<file path="config.mk">
export PLATFORM = sky130hd
export DESIGN_NAME = refillEngine
export DESIGN_NICKNAME = d
export VERILOG_FILES = /design/src/logic/icachePkg.sv /design/src/logic/refillEngine.sv
export VERILOG_INCLUDE_DIRS = /design/src /design/src/logic
export SDC_FILE = /design/constraint.sdc
export NUM_CORES = 1
export LEC_CHECK = 0
export BUFFER_PORTS_ARGS = -buffer_cell sky130_fd_sc_hd__buf_2
export CORE_AREA = 2 2 124 126
export CTS_BUF_LIST = sky130_fd_sc_hd__clkbuf_2 sky130_fd_sc_hd__clkbuf_4 sky130_fd_sc_hd__clkbuf_8
export CTS_CLUSTER_SIZE = 25
export DETAILED_ROUTE_END_ITERATION = 7
export DIE_AREA = 0 0 126 128
export MAX_ROUTING_LAYER = met4
export PLACE_DENSITY = 0.63
export SYNTH_ARGS = -nofsm -noshare
export SYNTH_HDL_FRONTEND = slang
export SYNTH_SLANG_ARGS = --single-unit
</file>
<file path="constraint.sdc">
create_clock -name clk -period 12.2 [get_ports clk]
set_input_delay 0.61 -clock clk [delete_from_list [all_inputs] [get_ports clk]]
set_output_delay 0.61 -clock clk [all_outputs]
set_load 0.005 [all_outputs]
</file>
<file path="src/logic/icache_defs.svh">
/* Geometry and address field widths of the 2-way instruction cache.
   Included by the package and by every RTL file that sizes a port or a column. */
`ifndef ICACHE_DEFS_SVH
`define ICACHE_DEFS_SVH

// 1 KB in total, 2 ways of 32 sets, 16-byte blocks
`define ICACHE_WAYS        2
`define ICACHE_SETS        32
`define ICACHE_INDEX_BITS  5    // log2 of the set count

// Byte address layout is [tag 23][index 5][word 2][byte 2]
`define IADDR_BITS         32
`define IBLOCK_OFFSET_BITS 4    // Byte offset within a block
`define IWORD_SEL_BITS     2    // Upper part of the block offset
`define ITAG_BITS          23

// Four 32-bit words per block, word 0 in bits [31:0]
`define IBLOCK_BITS        128

`endif

</file>
<file path="src/logic/icachePkg.sv">
/* Types shared by the instruction cache RTL and its testbench.
   Field widths come from the geometry header. */
`include "icache_defs.svh"

package icachePkg;

    // Lookup request from the fetch stage
    typedef struct packed {
        logic [`ITAG_BITS+`ICACHE_INDEX_BITS-1:0] blockAddr;  // {tag, index}
        logic [`IWORD_SEL_BITS-1:0]               wordSel;
    } fetchReq_t;

    // Block read towards outside memory
    typedef struct packed {
        logic [`ITAG_BITS+`ICACHE_INDEX_BITS-1:0] blockAddr;
    } memReq_t;

    // Whole block coming back, also the fill payload
    typedef struct packed {
        logic [`IBLOCK_BITS-1:0] data;
    } memRsp_t;

    // Miss handling sequence
    typedef enum logic [2:0] {
        IDLE,
        REQUEST,   // memReqValid pulse
        WAIT,      // Memory latency
        FILL,      // Array write
        REPLAY     // Lookup again, now hits
    } refillState_t;

endpackage

</file>
<file path="src/logic/refillEngine.sv">
/* Miss handling FSM of the instruction cache, one miss outstanding.
   Reads the block from memory, fills the array and replays the lookup. */
`timescale 1ns/1ns

module refillEngine (
    input  logic                 clk,
    input  logic                 rst,
    input  logic                 lookupEn,
    input  logic                 hit,
    input  icachePkg::fetchReq_t curReq,
    input  logic                 memRspValid,
    input  icachePkg::memRsp_t   memRsp,
    output logic                 memReqValid,
    output icachePkg::memReq_t   memReq,
    output logic                 fillEn,
    output icachePkg::memRsp_t   fillData,
    output logic                 replay,
    output logic                 busy
);

    icachePkg::refillState_t state;
    icachePkg::refillState_t nextState;

    always_ff @(posedge clk or negedge rst) begin
        if (!rst) begin
            state <= icachePkg::IDLE;
        end else begin
            state <= nextState;
        end
    end

    always_comb begin
        nextState = state;
        case (state)
            icachePkg::IDLE: begin
                if (lookupEn && !hit) begin
                    nextState = icachePkg::REQUEST;
                end
            end
            icachePkg::REQUEST: nextState = icachePkg::WAIT;
            icachePkg::WAIT: begin
                if (memRspValid) begin
                    nextState = icachePkg::FILL;
                end
            end
            icachePkg::FILL:    nextState = icachePkg::REPLAY;
            icachePkg::REPLAY:  nextState = icachePkg::IDLE;
            default:            nextState = icachePkg::IDLE;
        endcase
    end

    // Returned block, held for the fill cycle
    always_ff @(posedge clk) begin
        if (memRspValid && state == icachePkg::WAIT) begin
            fillData <= memRsp;
        end
    end

    // curReq stays put through the miss
    assign memReq.blockAddr = curReq.blockAddr;

    assign memReqValid = (state == icachePkg::REQUEST);
    assign fillEn      = (state == icachePkg::FILL);
    assign replay      = (state == icachePkg::REPLAY);
    assign busy        = (state != icachePkg::IDLE);

    // Memory only answers a request that was issued
    noStrayResponse: assert property (
        @(posedge clk) disable iff (!rst)
        (state == icachePkg::IDLE) |-> !memRspValid
    ) else $error("memRspValid without an outstanding request");

endmodule

</file>
==> key figures <==
Setup path
  • R2R Setup Slk: 10160 ps
  • Max stage delay on crit path: 510 ps
  • Crit-path cells: or3_2 > buf_2
  • Worst Path Max Fanout: 8
  • Slowest CP cell: or3_2
  • Crit path required time: 11590 ps
  • Crit path kind: flip-flop to primary output
  • Crit. End Element: primary output
  • Worst setup SP type: flip-flop
  • Cell family with most CP delay: simple AND/OR/NAND/NOR gates
  • CP arrival: 1540 ps
  • WP buf/inv: 1

Floorplanning
  • Chip Height: 128 um
  • Full die area: 16130 um^2
  • I/O pin count: 323
  • Die Wd: 126 um
  • Std cell rows: 45
  • Initial core utilization: 28.38%
  • Core Region: 14860 um^2

Clocking
  • Clock sink total: 131
  • Clock-pin slew on the worst setup and hold paths: 80 ps
  • CTS tree: built
  • Post-CTS setup buffer count: 0
  • CTS H-tree depth: 4
  • Clock root buffer master: clkbuf_8
  • Clk_lat worst skew: 430 ps
  • Deepest clock path buffer count: 2
  • CTS buffer count: 17

Logic synthesis
  • Seq/Total Area, Yosys: 92.91%
  • Synth Register Bits: 131
  • Syn avg cell area: 24.67 um^2
  • Post-synth EDFFs: 128
  • Synth Instances: 171
  • Syn nets: 334
  • Top cells by area, synth: edfxtp_1, buf_4, dfrtp_1
  • Yosys top cell area share: 91.13%
  • Leading area contributor after synthesis: edfxtp_1
  • Most frequent cell after synthesis: edfxtp_1
  • Async set-reset flop share out of synthesis: 2.290%
  • Post-synth cell types: 13
  • Ys flop type: edfxtp_1
  • Yosys warns: 0
  • Synth cell count leaders: edfxtp_1, buf_4, dfrtp_1
  • Cell Area, Synth: 4218 um^2

Layout
  • Fin util: 40.15%
  • Share of cells above drive strength 1: 68.48%
  • Layout overhead on the synthesized area: 41.50%
  • Fillcell total: 1409
  • Non-Filler Instances: 631
  • Nets: 591

Detailed routing
  • # DRC: 0
  • Routed len/inst: 16.32 um
  • DR pass1 iterations: 5
  • Via density: 4.044
  • Drt total wl: 10.30 mm
  • DRT iter0 DRCs: 99
  • ANT nets after route: 0
  • DR vias: 2552

Power and ir drop
  • Comb pwr share: 15.5%
  • Power per cell area: 193.4 nW/um^2
  • Sw Ratio: 26.42%
  • Int Power: 0.8492 mW
  • Max VDD drop: 152.6 uV
  • Power Total: 1.154 mW
  • Switching power: 0.3048 mW
  • Static leakage: 2.496 nW
  • Clock Power Share: 29.4%
  • Sequential fraction of design power: 55.1%

Global route
  • GR peak layer: met2
  • M1 GR Usage: 12.55%
  • GRT met2 Usage: 20.56%
  • Largest net degree at the start of global routing: 89
  • Grt ovf: 0
  • GRT met3 Usage: 7.304%
  • Total Routing Usage GR: 12.90%
  • Antenna violations before repair: 2
  • Vias in the first global route: 2690
  • First-pass GRT wire length: 14.59 mm

Timing
  • Final WS setup: 10050 ps
  • Max-slew headroom: 27.96%
  • Min Tclk post-route: 2155 ps
  • Final Hold Fails: 0
  • RSZ-0062 raised after global routing: no
  • Worst-Margin Slew: 1081 ps
  • Final Setup Violations: 0
  • Slew Limit Fails: 0
  • Max Clock Freq: 0.4641 GHz
  • Setup_tns: 0 ps
  • Tcrit/Tclk final: 17.66%
  • Clk_skew: 6.408 ps

Placement
  • Cells after DPL: 596
  • IO Port Bufs: 264
  • Pre-CTS WS: 9986 ps
  • GP Congestion: 0.7333
  • Detailed placement HPWL: 7.955 mm

Run status
  • Outcome: finished clean

Hold path
  • Hold crit path type: input port to flip-flop

Job
  • Max Cap Viol: 0
[cell usage in the layout, fill, tap and decap left out]
cell type / count
nor3b_1: 2
clkbuf_8: 17
clkinv_4: 5
nand2_1: 1
diode_2: 2
nor3_2: 1
clkinv_2: 2
and3b_2: 2
or3_2: 1
bufinv_16: 1
edfxtp_1: 128
clkinv_1: 1
clkbuf_4: 1
or3b_1: 1
clkinvlp_4: 2
nor2_1: 1
buf_2: 264
a211oi_2: 1
inv_6: 2
dfrtp_1: 3
dlygate4sd3_1: 1
xnor2_1: 1
inv_8: 1
buf_4: 2
[power groups by stage]
stage | Sequential, mW | Clock [mW] | Combinational (mW)
6_report | 0.635 | 0.339 | 0.179
5_1_grt | 0.645 | 0.372 | 0.197
4_1_cts | 0.637 | 0.355 | 0.185
3_5_place_dp | 0.647 | 0 | 0.185
3_3_place_gp | 0.642 | 0 | 0.181
2_1_floorplan | 0.684 | 0 | 0.0605
[per-layer routing]
| metal | wire (um) | share of wire, % | vias to the layer above |
|---|---|---|---|
| li1 | - | - | 1153 |
| met1 | 3439 | 33 | 1199 |
| met4 | 288 | 2.8 | 0 |
| met2 | 5301 | 51 | 167 |
| met5 | 0 | 0 | - |
| met3 | 1270 | 12 | 33 |
[area by class of cell]
cell class / count / area (um^2) / share of cell area [%]
Clock buffer: 18 / 241.5 / 4.046
Antenna cell: 2 / 5.005 / 0.08386
Clock inverter: 14 / 131.4 / 2.201
Tap cell: 188 / 235.2 / 3.941
Sequential cell: 131 / 3919 / 65.66
Multi-Input combinational cell: 11 / 90.09 / 1.509
Timing Repair Buffer: 267 / 1346 / 22.56
[flip-flops by register name, summed over array words and instances (netlist names)]
| signal | cells |
|---|---|
| state | 3 |
| fillData | 128 |
[cells by family after synthesis]
group                  after synthesis  share of synthesized area, %
AO/OA/AOI/OAI                        1                        0.2966
XOR/XNOR                             1                        0.2077
buffers and inverters               29                         5.073
flip-flops                         131                         92.91
AND/OR/NAND/NOR                      9                         1.513
[through the flow]
stage | cell area, um^2 | hold slack [ps]
4_1_cts | 5963 | 302.5
2_1_floorplan | 4218 | 314.4
3_5_place_dp | 5580 | 411.4
5_1_grt | 5968 | 293.2
6_report | 5968 | 341.9
3_3_place_gp | 5580 | 406.0
[final timing paths]
path                       depth (start not counted)            to       start
setup / recovery                                   2          busy    state[1]
hold / removal                                     1  fillData[26]  memRsp[26]
setup reg to reg                                   3  fillData[78]    state[1]
hold reg to reg                                    1      state[0]    state[2]
max in group asynchronous                          2      state[2]         rst
min in group asynchronous                          2      state[1]         rst
[repair_timing]
| action | in CTS | in global routing |
|---|---|---|
| hold endpoints to repair | 3 | 0 |
| hold buffers | 1 | 0 |
| gates resized for setup | 0 | 0 |
Note: power is estimated with default switching activity, not from simulation.
