===== config.mk =====
export PLATFORM = sky130hd
export DESIGN_NAME = fetchStage
export DESIGN_NICKNAME = d
export VERILOG_FILES = /design/src/logic/icachePkg.sv /design/src/logic/fetchStage.sv
export VERILOG_INCLUDE_DIRS = /design/src /design/src/logic
export SDC_FILE = /design/constraint.sdc
export NUM_CORES = 1
export LEC_CHECK = 0
export BUFFER_PORTS_ARGS = -buffer_cell sky130_fd_sc_hd__buf_4
export CAP_MARGIN = 20
export CORE_AREA = 5 5 87 89
export CTS_BUF_LIST = sky130_fd_sc_hd__clkbuf_8
export DETAILED_ROUTE_END_ITERATION = 12
export DIE_AREA = 0 0 92 94
export PLACE_DENSITY = 0.8
export SETUP_SLACK_MARGIN = 0.15
export SLEW_MARGIN = 20
export SYNTH_ARGS = -nofsm -noshare
export SYNTH_HDL_FRONTEND = slang
export SYNTH_SLANG_ARGS = --single-unit

===== constraint.sdc =====
create_clock -name clk -period 1.4 [get_ports clk]
set_input_delay 0.28 -clock clk [delete_from_list [all_inputs] [get_ports clk]]
set_output_delay 0.28 -clock clk [all_outputs]
set_load 0.01 [all_outputs]

===== src/logic/icache_defs.svh =====
/* Geometry and address field widths of the 2-way instruction cache.
   Included by the package and by every RTL file that sizes a port or a column. */
`ifndef ICACHE_DEFS_SVH
`define ICACHE_DEFS_SVH

// 1 KB in total, 2 ways of 32 sets, 16-byte blocks
`define ICACHE_WAYS        2
`define ICACHE_SETS        32
`define ICACHE_INDEX_BITS  5    // log2 of the set count

// Byte address layout is [tag 23][index 5][word 2][byte 2]
`define IADDR_BITS         32
`define IBLOCK_OFFSET_BITS 4    // Byte offset within a block
`define IWORD_SEL_BITS     2    // Upper part of the block offset
`define ITAG_BITS          23

// Four 32-bit words per block, word 0 in bits [31:0]
`define IBLOCK_BITS        128

`endif


===== src/logic/icachePkg.sv =====
/* Types shared by the instruction cache RTL and its testbench.
   Field widths come from the geometry header. */
`include "icache_defs.svh"

package icachePkg;

    // Lookup request from the fetch stage
    typedef struct packed {
        logic [`ITAG_BITS+`ICACHE_INDEX_BITS-1:0] blockAddr;  // {tag, index}
        logic [`IWORD_SEL_BITS-1:0]               wordSel;
    } fetchReq_t;

    // Block read towards outside memory
    typedef struct packed {
        logic [`ITAG_BITS+`ICACHE_INDEX_BITS-1:0] blockAddr;
    } memReq_t;

    // Whole block coming back, also the fill payload
    typedef struct packed {
        logic [`IBLOCK_BITS-1:0] data;
    } memRsp_t;

    // Miss handling sequence
    typedef enum logic [2:0] {
        IDLE,
        REQUEST,   // memReqValid pulse
        WAIT,      // Memory latency
        FILL,      // Array write
        REPLAY     // Lookup again, now hits
    } refillState_t;

endpackage


===== src/logic/fetchStage.sv =====
/* Front end of the instruction cache: takes fetch strobes and splits the byte address.
   Drives the array lookup and returns the addressed word on a hit. */
`timescale 1ns/1ns
`include "icache_defs.svh"

module fetchStage (
    input  logic                    clk,
    input  logic                    rst,
    input  logic                    fetchValid,
    input  logic [`IADDR_BITS-1:0]  fetchAddr,
    input  logic [`IBLOCK_BITS-1:0] blockData,
    input  logic                    hit,
    input  logic                    replay,
    input  logic                    busy,
    output icachePkg::fetchReq_t    curReq,
    output logic                    lookupEn,
    output logic                    instrValid,
    output logic [31:0]             instr
);

    // Lowest bit of the word select inside the byte address
    localparam int WordLsb = `IBLOCK_OFFSET_BITS - `IWORD_SEL_BITS;

    logic strobeSeen;   // Lookup cycle of a fresh fetch

    always_ff @(posedge clk or negedge rst) begin
        if (!rst) begin
            strobeSeen <= 1'b0;
        end else begin
            strobeSeen <= fetchValid;
        end
    end

    // Only a new strobe moves the request, so a replay sees the same address
    always_ff @(posedge clk) begin
        if (fetchValid) begin
            curReq.blockAddr <= fetchAddr[`IADDR_BITS-1:`IBLOCK_OFFSET_BITS];
            curReq.wordSel   <= fetchAddr[`IBLOCK_OFFSET_BITS-1:WordLsb];
        end
    end

    // Replay is already one cycle wide from the refill FSM
    assign lookupEn = strobeSeen | replay;

    // Hit answers within the lookup cycle
    assign instrValid = lookupEn & hit;
    assign instr      = blockData[curReq.wordSel * 32 +: 32];   // Word 0 sits lowest

    // One miss outstanding at a time, so the requester holds off while busy
    noFetchWhileBusy: assert property (
        @(posedge clk) disable iff (!rst)
        busy |-> !fetchValid
    ) else $error("fetchValid strobed while cache busy");

    // Instruction fetches are word aligned
    alignedFetch: assert property (
        @(posedge clk) disable iff (!rst)
        fetchValid |-> (fetchAddr[WordLsb-1:0] == '0)
    ) else $error("unaligned fetch address %h", fetchAddr);

endmodule


==> results.txt, run 1 <==
----------------------------------------------------
[Synth]
  Flip-flop cell with the highest count after synthesis ... sky130_fd_sc_hd__edfxtp_1
  Mean post-synth cell area ... roughly 24 um2
  List of most frequent post-synthesis cells ... 30 x sky130_fd_sc_hd__edfxtp_1, 30 x sky130_fd_sc_hd__mux4_2, 3 x sky130_fd_sc_hd__buf_12, 3 x sky130_fd_sc_hd__buf_2, 2 x sky130_fd_sc_hd__mux4_1
  Fraction of post-synthesis cell area in the top cell type by area ... 51.4%
  Count of cell types in the netlist ... 9
  Synth async-reset ratio ... 3.23%
  Yosys synthesis warning count ... 0
  Most area-hungry cell type in the Yosys netlist ... sky130_fd_sc_hd__edfxtp_1
  Synth Register Bits ... 31
  Synthesized cell area ... 1750 um2
  EDFF count, synth ... 30
  Number of instances in the synthesized netlist ... 72
  Share of synthesized area occupied by flip-flops and latches ... 52.8%
  Largest cells by area after synthesis ... sky130_fd_sc_hd__edfxtp_1 51%, sky130_fd_sc_hd__mux4_2 39%, sky130_fd_sc_hd__buf_12 3.4%
  Mapped Nets ... 238

[Power and ir drop]
  Leakage power summed over all cells ... between 0.0015 and 0.002 uW
  Worst IR Drop VDD ... 1.14 mV
  PD cells ... 792 nW/um2

[Timing]
  Unrepaired setup endpoints after global routing ... true
  Max-slew violations ... 0
  Final Setup Violations ... 32
  PnR worst setup slack ... -0.517 ns
  Worst-margin pin slew ... 0.367 ns
  Count of endpoints failing hold in the final timing report ... 0
  Post-layout minimum cycle time ... around 1.9 ns
  Max Freq ... around 0.52 GHz
  Sum of negative setup slack ... -15.36 ns
  Portion of the clock cycle consumed by the worst path in the final layout ... 137%
  Tightest slew margin relative to the limit ... between 70% and 80%

[Clock network]
  Maximum level of the CTS H-tree ... 2
  TritonCTS clock tree ... done
  CTS Buf Count ... 5
  Maximum number of buffers from clock root to sink ... 2
  Post-CTS clock slew at the launch and capture registers of the worst setup and hold paths ... approximately 0.06 ns
  Root buf cell ... sky130_fd_sc_hd__clkbuf_8
  Clk sink count ... 31

[Placement]
  Inst Count DP ... 375
  Number of input and output port buffers inserted ... 226
  Final weighted congestion of routability-driven global placement ... roughly 0.9
  Placed Area ... 3520 um2

[Critical path]
  Slowest cell delay on critical path ... 0.54 ns
  Arr. time, crit path ... 1.64 ns
  Cell with the largest stage delay on the worst path ... sky130_fd_sc_hd__mux4_2
  Startpoint type of the worst setup path ... flip-flop
  Required time of the critical path ... about 1.1 ns
  Ordered list of cells on the worst path ... buf_12 -> mux4_2 -> buf_6
  Critical path type ... flip-flop to primary output
  Crit-path leading delay family ... multiplexers
  Crit path capture type ... primary output
  Critical Path Fanout Max ... 20
  Critical path depth ... 3
  Worst path bufs/invs ... 2

[Global route]
  Gr ovfl total ... 0
  Antenna violations before repair ... 0
  Maximum number of pins on one net before global-route repair ... 32
  Number of global-route vias before repair ... 2090
  GRT Overall Usage ... 18.6%
  Wire length of the first global-routing pass ... ~12000 um

[Run status]
  Result of the run ... finished with violations
  Failing checks ... negative setup slack

[Drt]
  First-pass detailed-route iteration total ... 4
  Final wirelength ... between 8000 and 9000 um
  Total length of routed met2 wires ... roughly 4500 um
  Routed via count divided by cell count ... ~4.6
  Detailed-route wire length on metal 1 ... 2600 um
  DRC violations left ... 0
  Top metal layer carrying routed signals ... met4
  DRT iter0 DRCs ... 81
  Routed wl met3 ... around 1100 um
  Routed WL per cell ... 21.7 um
  ANT nets after route ... 0
  Overall via count from detail_route ... between 1500 and 2000

[Finish]
  Layout overhead on the synthesized area ... 113%
  Non-filler instance count after layout ... around 380
  Antenna Cells ... 0
  Post-route standard cell area excluding fillers ... between 3000 and 4000 um2
  Post-layout net count ... ~470
  Proportion of layout cells with a drive suffix above 1 ... 88.8%

[Floorplanning]
  Die Height ... 94 um
  Die width ... 92 um
  Core Rows ... 30
  Placeable Area ... 6680 um2
  Ports placed on the boundary ... 230
  Starting utilization of the core area ... a little over a quarter
  Die area ... 8650 um2

[Hold path]
  Worst hold path class ... input pin to flip-flop
  WHS Path Cells ... 1

[Flow run]
  Number of maximum-capacitance constraint violations ... 0

----------------------------------------------------
[cell families (layout without fill, tap and decap cells)]
family                 Yosys count  in the layout  share of synthesized area [%]
multiplexers                    32             32                           41.5
AO/OA/AOI/OAI                    1              1                          0.428
buffers and inverters            7            238                           4.92
AND/OR/NAND/NOR                  1              1                          0.357
flip-flops                      31             31                           52.8
[registers in the layout, indices dropped and copies added (netlist names)]
signal      flops
strobeSeen      1
curReq         30
[routing by layer]
metal | vias to the layer above | GRT usage [%]
li1 | 797 | -
met1 | 825 | 18.4
met2 | 130 | 34.7
met3 | 10 | 8.65
met4 | 0 | 5.20
met5 | - | 0
[worst paths after layout]
path                       slack [ns]           from          to
setup / recovery                -0.52      curReq[0]   instr[25]
hold / removal                   0.18  fetchAddr[23]  curReq[21]
max in group asynchronous        1.00            rst  strobeSeen
min in group asynchronous        0.32            rst  strobeSeen
[repair_timing]
item / in CTS / in global routing
setup endpoints to repair: 35 / 36
hold buffers: 1 / 0
endpoints found under the hold margin: 1 / 0
pin swaps: 0 / 0
setup buffers: 0 / 0
resized for setup: 37 / 2
[cells in the final DEF (no fill, tap or decap)]
| cell type | count |
|---|---|
| sky130_fd_sc_hd__buf_4 | 192 |
| sky130_fd_sc_hd__clkbuf_8 | 5 |
| sky130_fd_sc_hd__o21a_1 | 1 |
| sky130_fd_sc_hd__clkinv_2 | 1 |
| sky130_fd_sc_hd__buf_12 | 2 |
| sky130_fd_sc_hd__edfxtp_1 | 30 |
| sky130_fd_sc_hd__dlygate4sd3_1 | 1 |
| sky130_fd_sc_hd__buf_6 | 36 |
| sky130_fd_sc_hd__or2_4 | 1 |
| sky130_fd_sc_hd__clkinv_1 | 1 |
| sky130_fd_sc_hd__mux4_2 | 32 |
| sky130_fd_sc_hd__dfrtp_1 | 1 |
[final cells by class]
type                       instances  area, um2
tap                               80        100
clock inverter                     2       8.76
clock buffer                       5       68.8
multi-input combinational         34        737
timing repair buffer             231       1900
fill                             538       2940
sequential                        31        926
[through the flow]
stage / utilization (%) / hold slack (ns) / power (uW) / setup slack (ns)
floorplan: - / -0.0156 / 1550 / -0.0996
global placement: 52.7 / 0.0553 / 2230 / -0.219
detailed placement: 52.7 / 0.0558 / 2250 / -0.246
CTS: 55.8 / 0.169 / 2980 / -0.542
global route: 55.9 / 0.162 / 3100 / -0.572
finish: 55.9 / 0.175 / 2960 / -0.517
[power by group]
group	switching [uW]	internal [uW]	total, uW	leakage (uW)
clock	307	330	637	0.0000414
sequential	23.0	1100	1120	0.000305
combinational	410	791	1200	0.00137
Power figures use the tool's default switching activity.
==> inputs of run 2 (changes only) <==
==> constraint.sdc (replaced) <==
create_clock -name clk -period 1.7 [get_ports clk]
set_input_delay 0.34 -clock clk [delete_from_list [all_inputs] [get_ports clk]]
set_output_delay 0.34 -clock clk [all_outputs]
set_load 0.01 [all_outputs]
==> run 2 against run 1 <==
- the flow still finishes with violations (negative setup slack)
- power is 12% lower
- non-clock buffer count up 7
- first-iteration DRC count is 14% higher
- via count increased by 5.2%
- worst setup slack improved by 0.25 ns
- sequential power decreased by 17%
- largest cell class unchanged
==> results.txt, run 2 (synthesis results as in run 1) <==
----------------------------------------------------
[Global route]
  Number of global-route vias before repair ... 2271 (+8.7%)
  Wire length of the first global-routing pass ... 13000 um (+8.5%)
  Maximum number of pins on one net before global-route repair ... 32 (unchanged)
  GRT Overall Usage ... 20.1% (+1.5 points)
  Antenna violations before repair ... 0 (unchanged)
  Gr ovfl total ... 0 (unchanged)

[Floorplanning]
  Die width ... 92 um (unchanged)
  Starting utilization of the core area ... 26.3% (unchanged)
  Die Height ... 94 um (unchanged)
  Core Rows ... 30 (unchanged)
  Ports placed on the boundary ... 230 (unchanged)
  Die area ... 8650 um2 (unchanged)
  Placeable Area ... 6680 um2 (unchanged)

[Placement]
  DP Worst Slack ... -0.0233 ns (+0.223 ns)
  Inst Count DP ... 375 (unchanged)
  Placed Area ... 3520 um2 (unchanged)
  Number of input and output port buffers inserted ... 226 (unchanged)
  Final weighted congestion of routability-driven global placement ... 0.869 (-3.8%)

[Timing]
  Max Freq ... approximately 0.5 GHz
  Final Hold Slack ... 0.234 ns (+0.0588 ns)
  Sum of negative setup slack ... -7.65 ns (+7.70 ns)
  Unrepaired setup endpoints after global routing ... true
  Tightest slew margin relative to the limit ... 74.8% (-0.72 points)
  Final Setup Violations ... 32 (unchanged)
  PnR worst setup slack ... -0.268 ns (+0.249 ns)
  Portion of the clock cycle consumed by the worst path in the final layout ... 116%
  Post-layout minimum cycle time ... 1.97 ns
  Count of endpoints failing hold in the final timing report ... 0 (unchanged)
  Max-slew violations ... 0 (unchanged)
  Worst-margin pin slew ... 0.378 ns (+0.0108 ns)

[Drt]
  Routed WL per cell ... 23.2 um (+7.0%)
  Final wirelength ... 9080 um (+9.3%)
  First-pass detailed-route iteration total ... 6 (+2)
  DRC violations left ... 0 (unchanged)
  ANT nets after route ... 0 (unchanged)
  DRT iter0 DRCs ... 92 (+14%)
  Overall via count from detail_route ... 1854 (+5.2%)
  Routed via count divided by cell count ... 4.74 (+3.1%)

[Run status]
  Failing checks ... negative setup slack
  Result of the run ... finished with violations

[Finish]
  Antenna Cells ... 0 (unchanged)
  Largest registers ... curReq: 30 flops, strobeSeen: 1 flops
  Post-layout net count ... 476 (+1.5%)
  Top register by number of flip-flops ... curReq
  Non-filler instance count after layout ... 391 (+2.1%)
  Area of combinational cells with multiple inputs ... 734 um2 (-0.34%)
  Most common cell after layout, fill and taps aside ... sky130_fd_sc_hd__buf_4
  Flip-flop count of the largest register, all copies and words added ... 30 (unchanged)
  Proportion of layout cells with a drive suffix above 1 ... 89.1% (+0.29 points)
  Filler Cells Inserted ... 539 (+0.19%)
  Commonest cells after routing, fill and taps aside ... 216 x sky130_fd_sc_hd__buf_4, 32 x sky130_fd_sc_hd__mux4_2, 30 x sky130_fd_sc_hd__edfxtp_1
  Post-route standard cell area excluding fillers ... 3800 um2 (+1.7%)
  Layout overhead on the synthesized area ... 117%
  Reg area ... 926 um2 (unchanged)

[Critical path]
  Start point of the critical path ... curReq[0]
  Slowest cell delay on critical path ... 0.50 ns (-0.04 ns)
  Critical path type ... flip-flop to primary output
  Cell with the largest stage delay on the worst path ... sky130_fd_sc_hd__mux4_2
  Crit path top cell by count ... sky130_fd_sc_hd__buf_4
  Critical path endpoint ... instr[23]
  Critical Path Fanout Max ... 5 (-75%)
  Required time of the critical path ... 1.36 ns (+0.24 ns)
  Ordered list of cells on the worst path ... buf_4 -> clkbuf_16 -> mux4_2 -> buf_4
  Startpoint type of the worst setup path ... flip-flop
  Crit path capture type ... primary output
  Arr. time, crit path ... 1.63 ns (about the same)

[Clock network]
  Maximum number of buffers from clock root to sink ... 2 (unchanged)
  Post-CTS clock slew at the launch and capture registers of the worst setup and hold paths ... 0.07 ns (about the same)
  TritonCTS clock tree ... done
  Clk sink count ... 31 (unchanged)
  Maximum level of the CTS H-tree ... 2 (unchanged)
  Root buf cell ... sky130_fd_sc_hd__clkbuf_8
  CTS Buf Count ... 5 (unchanged)

[Power and ir drop]
  Leakage power summed over all cells ... 0.00176 uW (+2.6%)
  PD cells ... 689 nW/um2 (-13%)
  Worst IR Drop VDD ... 0.722 mV (-37%)

[Hold path]
  Worst hold path class ... input pin to flip-flop

[Flow run]
  Number of maximum-capacitance constraint violations ... 0 (unchanged)

----------------------------------------------------
[run 2: area by class of cell]
| cell class | count | area share (%) |
|---|---|---|
| Clock buffer | 5 | 1.81 |
| Clock inverter | 3 | 1.02 |
| Multi-Input combinational cell | 34 | 19.3 |
| Sequential cell | 31 | 24.4 |
| Tap cell | 80 | 2.63 |
| Timing Repair Buffer | 238 | 50.8 |
[run 2: critical path, delay by kind of cell (launching register included)]
kind | cells | cell delay, ns
buf+inv | 3 | 0.47
mux | 1 | 0.50
flops | 1 | 0.38
[run 2: metrics by stage]
step           total power [uW]  utilization, %
5_1_grt                    2740            56.9
6_report                   2620            56.9
2_1_floorplan              1280               -
3_3_place_gp               1830            52.7
3_5_place_dp               1860            52.7
4_1_cts                    2630            56.4
[run 2: worst min path at each step]
stage                   from         end  slack [ns]  cells after the start
2_1_floorplan            rst  strobeSeen        0.04                      0
3_3_place_gp             rst  strobeSeen        0.12                      1
3_5_place_dp             rst  strobeSeen        0.12                      1
4_1_cts         fetchAddr[4]   curReq[2]        0.23                      1
5_1_grt        fetchAddr[11]   curReq[9]        0.22                      1
6_report        fetchAddr[4]   curReq[2]        0.23                      1
[run 2: metal layers]
metal  track usage, %  part of all wire (%)
met5                0                     0
met4             5.57                   1.6
met3             8.81                    12
met2             39.4                    55
met1             18.6                    31
[run 2: what timing repair did]
item	4_1_cts	5_1_grt
setup endpoints to repair	32	33
buffers inserted	4	0
hold endpoints to repair	1	0
gates resized for setup	19	1
cloned	2	1
hold buffers	1	0
[run 2: where the power goes]
part / internal, uW / leakage [uW] / switching (uW)
clock: 428 / 0.0000556 / 261
sequential: 905 / 0.000305 / 20.3
combinational: 652 / 0.00140 / 350
total: 1990 / 0.00176 / 631
